## config.mk

```make
export PLATFORM = sky130hd
export DESIGN_NAME = varNodeUpdate
export DESIGN_NICKNAME = d
export VERILOG_FILES = /design/src/ldpcPkg.sv /design/src/varNodeUpdate.sv
export VERILOG_INCLUDE_DIRS = /design/src
export SDC_FILE = /design/constraint.sdc
export NUM_CORES = 2
export LEC_CHECK = 0
export BUFFER_PORTS_ARGS = -buffer_cell sky130_fd_sc_hd__buf_2
export CORE_AREA = 2 2 739 741
export DETAILED_ROUTE_END_ITERATION = 7
export DIE_AREA = 0 0 741 743
export PLACE_DENSITY_LB_ADDON = 0.2
export SYNTH_ARGS = -nofsm -noshare
export SYNTH_HDL_FRONTEND = slang
export SYNTH_SLANG_ARGS = --single-unit
```

## constraint.sdc

```tcl
create_clock -name clk -period 5.1 [get_ports clk]
set_clock_uncertainty 0.05 [all_clocks]
set_input_delay 0.255 -clock clk [delete_from_list [all_inputs] [get_ports clk]]
set_output_delay 0.255 -clock clk [all_outputs]
set_load 0.005 [all_outputs]
```

## src/ldpc_config.svh

```systemverilog
`ifndef LDPC_CONFIG_SVH
`define LDPC_CONFIG_SVH

// code dimensions of the fixed 10-bit, 5-check parity-check code
`define LDPC_NUM_VARS 10
`define LDPC_NUM_CHECKS 5

// one edge per nonzero entry of the parity-check matrix
`define LDPC_NUM_EDGES 25

// every check node touches this many variables
`define LDPC_CHECK_DEGREE 5

// width of channel values, messages and beliefs
`define LDPC_LLR_WIDTH 32

// flooding rounds run for each codeword
`define LDPC_ITERATIONS 5

`endif

```

## src/ldpcPkg.sv

```systemverilog
`include "ldpc_config.svh"

package ldpcPkg;

  // one signed log-likelihood ratio or message
  typedef logic signed [`LDPC_LLR_WIDTH-1:0] llrT;

  // channel values and beliefs, indexed by variable
  typedef llrT evidenceArrayT [`LDPC_NUM_VARS];
  typedef llrT beliefArrayT [`LDPC_NUM_VARS];

  // one message per edge, same edge order in both directions
  typedef llrT edgeMsgArrayT [`LDPC_NUM_EDGES];

  // bit i is the decision for variable i
  typedef logic [`LDPC_NUM_VARS-1:0] hardBitsT;

  // sequencer states
  typedef enum logic {
    SEQ_IDLE,
    SEQ_RUN
  } seqStateT;

  // edges are ordered by variable first, then by check
  // checks per variable: v0 c0 c3, v1 c1 c4, v2 c0 c2, v3 c1 c3, v4 c0 c2
  // v5 c0 c2 c4, v6 c1 c2 c4, v7 c0 c3 c4, v8 c1 c3 c4, v9 c1 c2 c3
  localparam int edgeVarIdx [`LDPC_NUM_EDGES] = '{
    0, 0, 1, 1, 2, 2, 3, 3, 4, 4,
    5, 5, 5, 6, 6, 6, 7, 7, 7,
    8, 8, 8, 9, 9, 9
  };

  // check node at the other end of each edge
  localparam int edgeCheckIdx [`LDPC_NUM_EDGES] = '{
    0, 3, 1, 4, 0, 2, 1, 3, 0, 2,
    0, 2, 4, 1, 2, 4, 0, 3, 4,
    1, 3, 4, 1, 2, 3
  };

endpackage

```

## src/varNodeUpdate.sv

```systemverilog
`timescale 1ns/1ps
`include "ldpc_config.svh"

module varNodeUpdate import ldpcPkg::*; (
  input  logic          clk,
  input  logic          rst,
  input  logic          clearMsgs,
  input  logic          stepMsgs,
  input  evidenceArrayT heldEvidence,
  input  edgeMsgArrayT  checkToVarMsgs,
  output edgeMsgArrayT  varToCheckMsgs
);

  edgeMsgArrayT msgNext;

  // extrinsic sum for one edge
  // channel value plus every check message into the same variable,
  // leaving out the message that came back along this edge
  function automatic llrT varMsg(input int edgeNum, input evidenceArrayT ev,
                                 input edgeMsgArrayT cMsgs);
    llrT sum;
    sum = ev[edgeVarIdx[edgeNum]];
    for (int f = 0; f < `LDPC_NUM_EDGES; f++) begin
      if (f != edgeNum && edgeVarIdx[f] == edgeVarIdx[edgeNum]) begin
        sum = sum + cMsgs[f];
      end
    end
    return sum;
  endfunction

  // all 25 edges in parallel from last round's check messages
  always_comb begin
    for (int e = 0; e < `LDPC_NUM_EDGES; e++) begin
      msgNext[e] = varMsg(e, heldEvidence, checkToVarMsgs);
    end
  end

  // clear starts a codeword from zero messages
  always_ff @(posedge clk) begin
    if (rst || clearMsgs) begin
      for (int e = 0; e < `LDPC_NUM_EDGES; e++) begin
        varToCheckMsgs[e] <= '0;
      end
    end else if (stepMsgs) begin
      varToCheckMsgs <= msgNext;
    end
  end

  // the sequencer must never clear and step in the same cycle
  assert property (@(posedge clk) disable iff (rst) !(clearMsgs && stepMsgs))
    else $error("varNodeUpdate: clearMsgs and stepMsgs both high");

endmodule
```

== After elaboration in Yosys (flattened, before gate mapping) ==
Cells that the tools add are included.

* $add $sub $neg: 35
* Reductions and logical operators: 1

{| class="wikitable"
|+ Operators with widths
! kind !! number
|-
| $add 32x32->32 || 35
|-
| $logic_or 1x1->1 || 1
|}

* Register bits after elaboration: 800
* Bits of input ports: 1124
* Logic and storage cells: 61

== Longest topological paths before layout ==
* Word-level depth: 2
* Mapped depth: 25
* Depth with buffers taken out: 25

== Worst setup path before layout ==
No wires, ideal clock.

* Kind: in2reg
* From: input port heldEvidence[32] (netlist bit)
* To: register varToCheckMsgs[159] (netlist bit)
* Setup time: 0.122 ns
* Arrival: 4.586 ns
* Path slack: 0.343 ns
* Stages: 24
* Cell sequence: ha_1 inv_1 fa_1 nor2b_1 o21ai_0 a21boi_0 o2111ai_1 and3_1 or2_2 nor2_1 xor2_1 ha_1 clkbuf_1 a21o_1 a21o_1 a21oi_1 o21ai_0 a32o_1 a221o_2 a31oi_4 o21ai_2 a21oi_2 nor2_1 a221o_1

* Longest elaborated chain between the ends: 2

{| class="wikitable"
|+ Ends and longest elaborated chain
! element !! line !! RTL
|-
| start: declaration || varNodeUpdate.sv:9 || <nowiki>input evidenceArrayT heldEvidence,</nowiki>
|-
| $add 32x32->32 (2 in a row) || varNodeUpdate.sv:25 || <nowiki>sum = sum + cMsgs[f];</nowiki>
|-
| end signal: assignment || varNodeUpdate.sv:45 || <nowiki>varToCheckMsgs <= msgNext;</nowiki>
|-
| end: declaration || varNodeUpdate.sv:11 || <nowiki>output edgeMsgArrayT varToCheckMsgs</nowiki>
|}

Every way passes these cells.
A chain may end at the register's enable or synchronous reset.

== Final worst setup path ==
* From: input port checkToVarMsgs[640] (netlist bit)
* To: register varToCheckMsgs[638] (netlist bit)

* Longest elaborated chain between the ends: 1

{| class="wikitable"
|+ Ends and longest elaborated chain
! element !! line !! RTL
|-
| start: declaration || varNodeUpdate.sv:10 || <nowiki>input edgeMsgArrayT checkToVarMsgs,</nowiki>
|-
| $add 32x32->32 || varNodeUpdate.sv:25 ||
|}

Every way passes these cells.

==> results.toml <==
[finish]
layout.cells.non_filler = 19700
largest-register = "varToCheckMsgs"
layout_commonest_cell = "buf_2"
layout-drive-gt1-share_pct = 24.8
fin_area_mm2 = 0.110
layout_common_cells = "buf_2, nor2_1, ha_1"
largest_register_ffs = 800
syn_to_final_growth_pct = 49.8
nets = 14500
top_regs = "varToCheckMsgs x800"
fillerInstances = 61400

[setup_path]
critPathKind = "input pin to flop"
path_max_fanout = 3
worstSetupStartpoint = "checkToVarMsgs[640]"
cp-start-kind = "input pin"
end_kind = "flop"
cp.required_ns = 5.81
r2r_start = "varToCheckMsgs[700]"
rr_endpoint = "varToCheckMsgs[700]"
rr_worst_depth = 4
crit_arrival_ns = 5.71
rrSetupSlack_ns = 3.25
endpoint = "varToCheckMsgs[638]"

[sta]
setup_viol = 0
relSlewSlack_pct = 27.3
hold_violations = 0
worst_pin_slew_ns = 1.09
clock.fmax_mhz = 200
fin_tns_setup_ns = 0
post-route-period-util_pct = 98.1
slew_viol_final = 0
period_needed_ns = 5.00

[placement]
place.gp.congestion = 0.984
dp.cells = 18600
place_area_mm2 = 0.0974
io_buffers = 1923
dp_hpwl_um = 475000

[yosys]
synth-edff-count = 0
syn_area_mm2 = 0.0737
synth_nets = 11200
async_flop_share_pct = 0
yosysWarnings = 0
syn_area_per_cell_um2 = 8.29
synth_cells = 8885
ys_types = 101
ys.flop_type = "dfxtp_1"
ys_seq_area_share_pct = 21.7
synth_seq_cells = 800

[die]
die_w_um = 741
ioPinCount = 1924
die_area_mm2 = 0.551
start_util_pct = 13.6
core_region_area_mm2 = 0.543
fp.dieH_um = 743
rows = 271

[global_routing]
grt_max_degree = 124
grt_pass1_wl_um = 720000
grt_antenna_before_repair = 218
grt_pass1_vias = 81200
grt.overflow.total = 0
gr-usage-all-layers_pct = 18.9

[drt]
vias = 82400
drt-wirelength-per-cell_um = 27.8
drtIter0Drc = 5420
via_per_inst = 4.19
antenna_left = 0
dr.pass1.iters = 6
drc = 0
routed_wl_um = 547000

[clocking]
clkLatencyLatePin_ns = 0.84
clock_tree.buffer_depth = 4
cts-root-buf = "clkbuf_16"
cts.clk_slew.worst_paths_ns = 0.06
cts_tree = "built"
cts_inserted_buffers = 134
cts_htree_levels = 4
cts_num_sinks = 800

[hold_path]
holdCritPathClass = "input pin to flop"

[power_and_ir_drop]
powerDensity_mw_per_mm2 = 333
peakVddDrop_v = 0.000238
p_leak_nw = 51.3
total_power_mw = 36.7

[job]
maxCapViolCount = 0

[outcome]
outcome = "finished clean"
## what timing repair did
action	in CTS	in global routing
setup endpoints to repair	0	69
setup buffers	0	3
hold endpoints to repair	428	0
gates resized for setup	0	74
hold buffers	768	0
## worst max-delay path, cell delays in order
cell	delay, ns
dlygate4sd3_1	0.63
buf_2	0.16
ha_1	0.18
inv_1	0.06
fa_1	0.20
nor2b_1	0.07
o21ai_0	0.40
a21boi_0	0.25
o31ai_1	0.39
buf_4	0.21
o21ai_1	0.14
o21ai_0	0.31
o21ai_1	0.26
a311oi_2	0.39
a21oi_1	0.13
or3_1	0.31
dlygate4sd3_1	0.57
a32o_1	0.24
dlygate4sd3_1	0.54
## Yosys cell counts (23+ instances only)
library cell / n / share of area (%)
buf_1: 38 / 0.19
a31oi_1: 83 / 0.70
o211ai_1: 52 / 0.53
mux2i_1: 345 / 4.7
a21oi_1: 856 / 5.8
o21bai_1: 122 / 1.2
o21ai_1: 32 / 0.22
nor2b_1: 116 / 0.99
nor3_1: 129 / 0.88
o31ai_1: 34 / 0.35
and3_1: 64 / 0.54
dfxtp_1: 800 / 22
and2_1: 33 / 0.28
or3_1: 43 / 0.37
a21o_1: 453 / 4.6
nor4_1: 23 / 0.20
nand2_1: 580 / 3.0
o21ai_0: 566 / 3.8
nand3_1: 163 / 1.1
nor2_1: 988 / 5.0
clkbuf_1: 205 / 1.0
nand4_1: 70 / 0.59
xnor2_1: 527 / 6.3
o21a_1: 122 / 1.2
ha_1: 975 / 17
a211o_1: 28 / 0.33
xor2_1: 291 / 3.5
nand2b_1: 111 / 0.94
a21boi_0: 26 / 0.26
fa_1: 185 / 5.0
a211oi_1: 145 / 1.5
inv_1: 280 / 1.4
## stage by stage
step	hold slack, ns	utilization [%]	setup slack, ns
2_1_floorplan	0.392	-	0.343
3_3_place_gp	0.381	17.9	-0.597
3_5_place_dp	0.388	17.9	-0.543
4_1_cts	0.000768	20.2	0.0120
5_1_grt	0.0308	20.3	-0.0194
6_report	0.0649	20.3	0.0969
## how the worst min path moves through the flow
stage	endpoint	cells after the start	slack, ns	start
finish	varToCheckMsgs[518]	4	0.06	clearMsgs
global route	varToCheckMsgs[658]	4	0.03	heldEvidence[242]
CTS	varToCheckMsgs[398]	6	0.0008	checkToVarMsgs[430]
detailed placement	varToCheckMsgs[122]	2	0.39	varToCheckMsgs[122]
global placement	varToCheckMsgs[285]	2	0.38	varToCheckMsgs[285]
floorplan	varToCheckMsgs[127]	2	0.39	varToCheckMsgs[127]
## kinds of logic after synthesis
logic type	after synthesis	share of synthesized area, %
AOI/OAI and AO/OA	2812	24.5
muxes	349	4.75
buffers and inverters	524	2.67
adders and majority gates	1160	21.6
DFF	800	21.7
xor gates and xnor gates	823	9.88
and+or+nand+nor	2417	14.9
## layer usage
layer | GRT usage (%) | wire (um)
met1 | 23.4 | 233000
met5 | 0 | 762
met2 | 29.5 | 237000
met4 | 6.61 | 21700
met3 | 7.79 | 54600
## report_power, final
group	switching [mW]	internal, mW
registers	0.346	6.78
logic	10.9	8.16
clock network	4.20	6.28
total	15.5	21.2
## layout make-up
class | instances | area (um^2) | area share (%)
multi-input cells | 7561 | 56000 | 50.8
repair buffers | 3449 | 23200 | 21.0
flip-flops and latches | 800 | 16000 | 14.5
well taps | 7234 | 9050 | 8.20
clock buffers | 172 | 3730 | 3.38
inverters | 280 | 1060 | 0.959
clock inverters | 66 | 1030 | 0.931
diodes | 89 | 223 | 0.202
(Power assumes the default switching activity.)
