`src/ldpc_config.svh`:
```
`ifndef LDPC_CONFIG_SVH
`define LDPC_CONFIG_SVH

// code dimensions of the fixed 10-bit, 5-check parity-check code
`define LDPC_NUM_VARS 10
`define LDPC_NUM_CHECKS 5

// one edge per nonzero entry of the parity-check matrix
`define LDPC_NUM_EDGES 25

// every check node touches this many variables
`define LDPC_CHECK_DEGREE 5

// width of channel values, messages and beliefs
`define LDPC_LLR_WIDTH 32

// flooding rounds run for each codeword
`define LDPC_ITERATIONS 5

`endif

```
`src/ldpcPkg.sv`:
```
`include "ldpc_config.svh"

package ldpcPkg;

  // one signed log-likelihood ratio or message
  typedef logic signed [`LDPC_LLR_WIDTH-1:0] llrT;

  // channel values and beliefs, indexed by variable
  typedef llrT evidenceArrayT [`LDPC_NUM_VARS];
  typedef llrT beliefArrayT [`LDPC_NUM_VARS];

  // one message per edge, same edge order in both directions
  typedef llrT edgeMsgArrayT [`LDPC_NUM_EDGES];

  // bit i is the decision for variable i
  typedef logic [`LDPC_NUM_VARS-1:0] hardBitsT;

  // sequencer states
  typedef enum logic {
    SEQ_IDLE,
    SEQ_RUN
  } seqStateT;

  // edges are ordered by variable first, then by check
  // checks per variable: v0 c0 c3, v1 c1 c4, v2 c0 c2, v3 c1 c3, v4 c0 c2
  // v5 c0 c2 c4, v6 c1 c2 c4, v7 c0 c3 c4, v8 c1 c3 c4, v9 c1 c2 c3
  localparam int edgeVarIdx [`LDPC_NUM_EDGES] = '{
    0, 0, 1, 1, 2, 2, 3, 3, 4, 4,
    5, 5, 5, 6, 6, 6, 7, 7, 7,
    8, 8, 8, 9, 9, 9
  };

  // check node at the other end of each edge
  localparam int edgeCheckIdx [`LDPC_NUM_EDGES] = '{
    0, 3, 1, 4, 0, 2, 1, 3, 0, 2,
    0, 2, 4, 1, 2, 4, 0, 3, 4,
    1, 3, 4, 1, 2, 3
  };

endpackage

```
`src/decisionSequencer.sv`:
```
`timescale 1ns/1ps
`include "ldpc_config.svh"

module decisionSequencer import ldpcPkg::*; (
  input  logic          clk,
  input  logic          rst,
  input  logic          start,
  input  evidenceArrayT channelEvidence,
  input  edgeMsgArrayT  checkToVarMsgs,
  output evidenceArrayT heldEvidence,
  output logic          clearMsgs,
  output logic          stepMsgs,
  output logic          busy,
  output logic          done,
  output beliefArrayT   beliefs,
  output hardBitsT      decodedBits
);

  // counter wide enough to hold the last iteration index
  localparam int iterWidth = $clog2(`LDPC_ITERATIONS + 1);
  localparam logic [iterWidth-1:0] lastIter = iterWidth'(`LDPC_ITERATIONS - 1);

  seqStateT             state;
  logic [iterWidth-1:0] iterCount;
  beliefArrayT          beliefNext;
  hardBitsT             bitsNext;

  // belief is channel value plus every check message into the variable
  always_comb begin
    for (int v = 0; v < `LDPC_NUM_VARS; v++) begin
      beliefNext[v] = heldEvidence[v];
      for (int e = 0; e < `LDPC_NUM_EDGES; e++) begin
        if (edgeVarIdx[e] == v) begin
          beliefNext[v] = beliefNext[v] + checkToVarMsgs[e];
        end
      end
      // zero counts as a one
      bitsNext[v] = (beliefNext[v] <= 0);
    end
  end

  // evidence is captured only when a codeword is accepted
  always_ff @(posedge clk) begin
    if (state == SEQ_IDLE && !busy && start) begin
      heldEvidence <= channelEvidence;
    end
  end

  always_ff @(posedge clk) begin
    if (rst) begin
      state <= SEQ_IDLE;
      iterCount <= '0;
      clearMsgs <= 1'b0;
      stepMsgs <= 1'b0;
      busy <= 1'b0;
      done <= 1'b0;
      decodedBits <= '0;
      for (int v = 0; v < `LDPC_NUM_VARS; v++) begin
        beliefs[v] <= '0;
      end
    end else begin
      done <= 1'b0;
      clearMsgs <= 1'b0;
      case (state)
        SEQ_IDLE: begin
          // busy while idle means the last step just finished
          if (busy) begin
            beliefs <= beliefNext;
            decodedBits <= bitsNext;
            done <= 1'b1;
            busy <= 1'b0;
          end else if (start) begin
            state <= SEQ_RUN;
            clearMsgs <= 1'b1;
            busy <= 1'b1;
            iterCount <= '0;
          end
        end
        SEQ_RUN: begin
          if (clearMsgs) begin
            // first flooding round follows the clear cycle
            stepMsgs <= 1'b1;
          end else if (iterCount == lastIter) begin
            stepMsgs <= 1'b0;
            state <= SEQ_IDLE;
          end else begin
            iterCount <= iterCount + 1'b1;
          end
        end
        default: state <= SEQ_IDLE;
      endcase
    end
  end

  // done is a single-cycle pulse
  assert property (@(posedge clk) disable iff (rst) done |=> !done)
    else $error("decisionSequencer: done held for two cycles");

endmodule

```
`config.mk`:
```
export PLATFORM = sky130hd
export DESIGN_NAME = decisionSequencer
export DESIGN_NICKNAME = d
export VERILOG_FILES = /design/src/ldpcPkg.sv /design/src/decisionSequencer.sv
export VERILOG_INCLUDE_DIRS = /design/src
export SDC_FILE = /design/constraint.sdc
export NUM_CORES = 2
export LEC_CHECK = 0
export BUFFER_PORTS_ARGS = -buffer_cell sky130_fd_sc_hd__buf_2
export CORE_AREA = 2 2 684 686
export CTS_CLUSTER_DIAMETER = 200
export CTS_CLUSTER_SIZE = 8
export DETAILED_ROUTE_END_ITERATION = 12
export DIE_AREA = 0 0 686 688
export SYNTH_ARGS = -nofsm -noshare
export SYNTH_HDL_FRONTEND = slang
export SYNTH_SLANG_ARGS = --single-unit
export TNS_END_PERCENT = 5
```
`constraint.sdc`:
```
create_clock -name clk -period 10.8 [get_ports clk]
set_input_delay 0.54 -clock clk [delete_from_list [all_inputs] [get_ports clk]]
set_output_delay 0.54 -clock clk [all_outputs]
set_load 0.02 [all_outputs]
```
======== Word-level counts from Yosys, hierarchy flattened ========
Cells that the tools add are included.
cells by class
  add/subtract/negate cells ............... 26
  $mul .................................... 0
  div/mod/pow operators ................... 0
  $lt $le $gt $ge ......................... 10
  equality and inequality tests ........... 5
  shifts and indexed selects .............. 0
  muxes and demuxes ....................... 13
  bitwise operators ....................... 1
  reductions and logical operators ........ 8
operators by type and width
  kind                                                                                count
  32-bit adder                                                                        25
  32-bit by 1-bit less-or-equal comparator with 1-bit output (second input constant)  10
  3-bit 2-to-1 mux                                                                    4
  2-bit != test (second input constant)                                               4
  1-bit 2-to-1 mux                                                                    7
  3-bit case mux with 2 select lines                                                  1
  2-bit AND reduction                                                                 2
  4-bit AND reduction                                                                 1
  3-bit by 1-bit adder with 3-bit output (second input constant)                      1
  3-bit == test (second input constant)                                               1
  1-bit logical AND                                                                   2
  1-bit case mux with 2 select lines                                                  1
  2-bit nonzero test                                                                  1
  2-bit OR reduction                                                                  1
  1-bit logical NOT                                                                   1
  1-bit inverter                                                                      1
storage, ports and cells
  bits in registers ....................... 658
  latch bits .............................. 0
  bits in writable memories ............... 0
  bits in read-only memories .............. 0
  input port bits ......................... 1123
  output and inout bits ................... 654
  logic and storage cells ................. 90
  memories ................................ 0

======== Depth between registers and ports, before layout ========
  word-level depth ........................ 4
  mapped depth ............................ 17

======== Worst setup path after synthesis ========
Ideal clock, no wire load.
  path type ............................... input to register
  start ................................... input port start
  end ..................................... register iterCount[0]
  setup time .............................. 0.128 ns
  data arrival time ....................... 7.592 ns
  required time ........................... 10.672 ns
  setup slack ............................. 3.080 ns
  cell stages on the path ................. 5
  path buffers ............................ 0
  path through ............................ nand2_1 inv_1 nor2_1 mux2i_1 nor2_1
on the way
  cells in the longest elaborated chain, start to end .. 2
RTL lines
  item                                  RTL line                 source
  start: declaration                    decisionSequencer.sv:7   input logic start,
  2-bit != test (no source line)        n/a
  4-bit AND reduction (no source line)  n/a
  end signal: assignment                decisionSequencer.sv:87  iterCount <= iterCount + 1'b1;
  end: declaration                      decisionSequencer.sv:24  logic [iterWidth-1:0] iterCount;
Every way passes these cells.
A chain may end at the register's enable or synchronous reset.

======== Worst setup path in the final report ========
  start ................................... register heldEvidence[225] (netlist name)
  end ..................................... register decodedBits[2]
on the way
  cells in the longest elaborated chain, start to end .. 3
RTL lines
  item                                                        RTL line                 source
  start: declaration                                          decisionSequencer.sv:10  output evidenceArrayT heldEvidence,
  start signal: assignment                                    decisionSequencer.sv:45  heldEvidence <= channelEvidence;
  32-bit adder (2 in series)                                  decisionSequencer.sv:34  beliefNext[v] = beliefNext[v] + checkToVarMsgs[e];
  32-bit by 1-bit less-or-equal comparator with 1-bit output  decisionSequencer.sv:38  bitsNext[v] = (beliefNext[v] <= 0);
  end signal: assignment                                      decisionSequencer.sv:69  decodedBits <= bitsNext;
  end: declaration                                            decisionSequencer.sv:16  output hardBitsT decodedBits
Every way passes these cells.

==> reports/metrics.csv <==
metric,value,unit
result_of_the_run,completed,
ys_seq_elements,658,
clkTransAtPathRegs,60,ps
route.met3.wl,52800,um
wirelength,419000,um
grt_pass1_vias,49100,
layout.cells.most_common,sky130_fd_sc_hd__buf_2,
fp.dieH,688,um
critPathRequiredTime,11600,ps
gp_congestion,1.07,
finalClockSkew,98.4,ps
pin_count,1777,
grt_remaining_overflow,0,
groute.usage.overall,17.1,%
drtPass1Iterations,5,
met2RoutedLength,189000,um
slew_limit_headroom,13.3,%
cts.root.buffer_cell,sky130_fd_sc_hd__clkbuf_16,
cell_pwr_density,178,nW/um^2
critPathTopFamily,compound AO/OA/AOI/OAI gates,
largest_net_degree_at_the_start_of_global_routing,126,
final-max-slew-violation-count,0,
cp_most_frequent_cell,sky130_fd_sc_hd__fa_1,
postSynth.asyncResetShare,0,%
synth_nets,7192,
rsz0062_at_grt,no,
fin_util,15.6,%
worst-setup-path-type,reg -> reg,
drcViolationCount,0,
number_of_flops_mapped_to_enable_cells_by_yosys,320,
wire_per_inst,30.4,um
dpl.hpwl,376000,um
timing.critical_path.buf_inv,0,
synth_seq_area_share,32.9,%
nets,9267,
ir_drop,0.128,mV
final-setup-viol-count,0,
synth_warnings,0,
final_antenna_net_count,0,
synth.cell_area,49700,um^2
timing.critical_path.fanout_max,3,
critical_path.endpoint_type,flip-flop,
power,12.9,mW
dominantRegCellSynth,sky130_fd_sc_hd__dfxtp_1,
totalNegativeSetupSlack,0,ps
route.vias.total,49800,
crit_path_cell_trace,fa_1 -> ha_1 -> fa_1 -> a211o_1 -> a31oi_1 -> nor3_1 -> a2111oi_0 -> o21ai_0 -> a21oi_1 -> o21a_1 -> xor2_1 -> nand4_1 -> nor4_1 -> a41o_1,
finalWorstPathRequiredPeriod,5390,ps
worst_hold_path_type,in -> reg,
fp.dieW,686,um
first_iter_violations,4243,
port_buffers,1776,
htree_levels,3,
post_drt_via_cell_ratio,3.61,
initial_core_util,10.7,%
report.final.hold_viol_count,0,
final_layout_size_suffix_gt1_share,26.3,%
worst_ep_arrival_time,6190,ps
core_area,465000,um^2
maxUsedRoutingLayer,met5,
cpMaxStageDelayCell,sky130_fd_sc_hd__a2111oi_0,
grt_pass1_wl,522000,um
antenna_found_initial,254,
startpoint_type,flip-flop,
cts_max_path_buffers,4,
timing.critical_path.slowest_cell_delay,670,ps
synth.avg_cell_area,9.39,um^2
unique_masters_post_synth,94,
layout.cells.most_common_list,"sky130_fd_sc_hd__buf_2 (1775), sky130_fd_sc_hd__inv_1 (912), sky130_fd_sc_hd__nand2_1 (655)",
cts_sinks,658,
post_route_m1_wl,158000,um
syn-instance-count,5292,
floorplan_die_area,472000,um^2
min_period_over_period,49.9,%
clock.fmax,185,MHz
clock_tree_from_tritoncts,built,
max_slew.worst_pin.slew,1300,ps
max_cap_violations,0,
power_leakage,32.3,nW
num_rows,251,
cts_buffers,100,
syn2layout_area_growth,46.0,%
worstSkewPairLatency,870,ps
-- logic make-up (layout without fill, tap and decap cells) --
logic type      after synthesis  after routing  synth area share, %
simple gates               1274           1274                 11.6
compound gates             1204           1204                 15.1
buf+inv                    1061           3209                 8.05
fa+ha+maj                   777            777                 26.7
flops                       658            658                 32.9
xor+xnor                    309            309                 5.44
mux                           9              9                0.184
other cells                   0            155                    0
-- metrics by stage --
stage	worst slack, ps	area (um^2)	cells	hold WS (ps)
after global placement	4600	66100	13100	440
after detailed placement	4740	66100	13100	443
after global routing	4970	72300	13700	30.5
final	5410	72600	13800	92.2
after CTS	5000	72200	13600	14.3
after floorplan	3080	49700	5292	492
-- where the power goes --
part           internal [mW]  switching, mW
registers               2.88          0.222
clock network           1.76           1.44
logic                   2.31           4.33
total                   6.96           5.99
-- layout make-up --
class / instances / area, um^2
repair buffers: 2121 / 12300
inverters: 913 / 3430
diodes: 155 / 388
clock inverters: 9 / 90.1
well taps: 6198 / 7750
fillers: 52900 / 393000
clock buffers: 166 / 2810
flip-flops and latches: 658 / 16400
multi-input cells: 3573 / 29400
-- worst paths after layout --
path,cells past startpoint,endpoint,from,slack (ps)
max,14,decodedBits[2],heldEvidence[225],5410
min,2,beliefs[265],rst,90
max reg2reg,14,decodedBits[2],heldEvidence[225],5410
min reg2reg,2,beliefs[118],beliefs[118],450
-- timing repair --
action                                 CTS  global route
gates resized for setup                  0             0
hold buffers                           317             0
endpoints found under the hold margin  317             0
setup buffers                            0             0
-- flip-flops by register name (all words and copies together), names as in the netlist --
register / cells
beliefs: 320
heldEvidence: 320
decodedBits: 10
iterCount: 3
busy: 1
clearMsgs: 1
done: 1
state: 1
stepMsgs: 1
-- worst register-to-register path: cells and delay by family (launching register included) --
family / cells / cell delay [ps]
xor gates and xnor gates: 1 / 210
AOI/OAI and AO/OA: 7 / 2910
adders and majority gates: 3 / 1260
and+or+nand+nor: 3 / 520
DFF: 1 / 420
-- per-layer routing --
| metal | vias up | track usage [%] |
|---|---|---|
| met5 | - | 0.265 |
| met4 | 104 | 5.99 |
| met3 | 754 | 8.80 |
| met2 | 2589 | 27.6 |
| met1 | 24400 | 19.2 |
| li1 | 22000 | - |
-- cell usage after synthesis (76+ instances only) --
master	instances	share of area, %
sky130_fd_sc_hd__a21o_1	147	2.2
sky130_fd_sc_hd__o21ai_0	158	1.6
sky130_fd_sc_hd__ha_1	307	7.7
sky130_fd_sc_hd__inv_1	913	6.9
sky130_fd_sc_hd__dfxtp_1	338	14
sky130_fd_sc_hd__nand2_1	655	4.9
sky130_fd_sc_hd__clkbuf_1	130	0.98
sky130_fd_sc_hd__a211oi_1	76	1.1
sky130_fd_sc_hd__nor2_1	228	1.7
sky130_fd_sc_hd__xor2_1	96	1.7
sky130_fd_sc_hd__edfxtp_1	320	19
sky130_fd_sc_hd__xnor2_1	213	3.8
sky130_fd_sc_hd__a21oi_1	514	5.2
sky130_fd_sc_hd__fa_1	470	19
No activity file was read; power rests on OpenSTA's default activity.
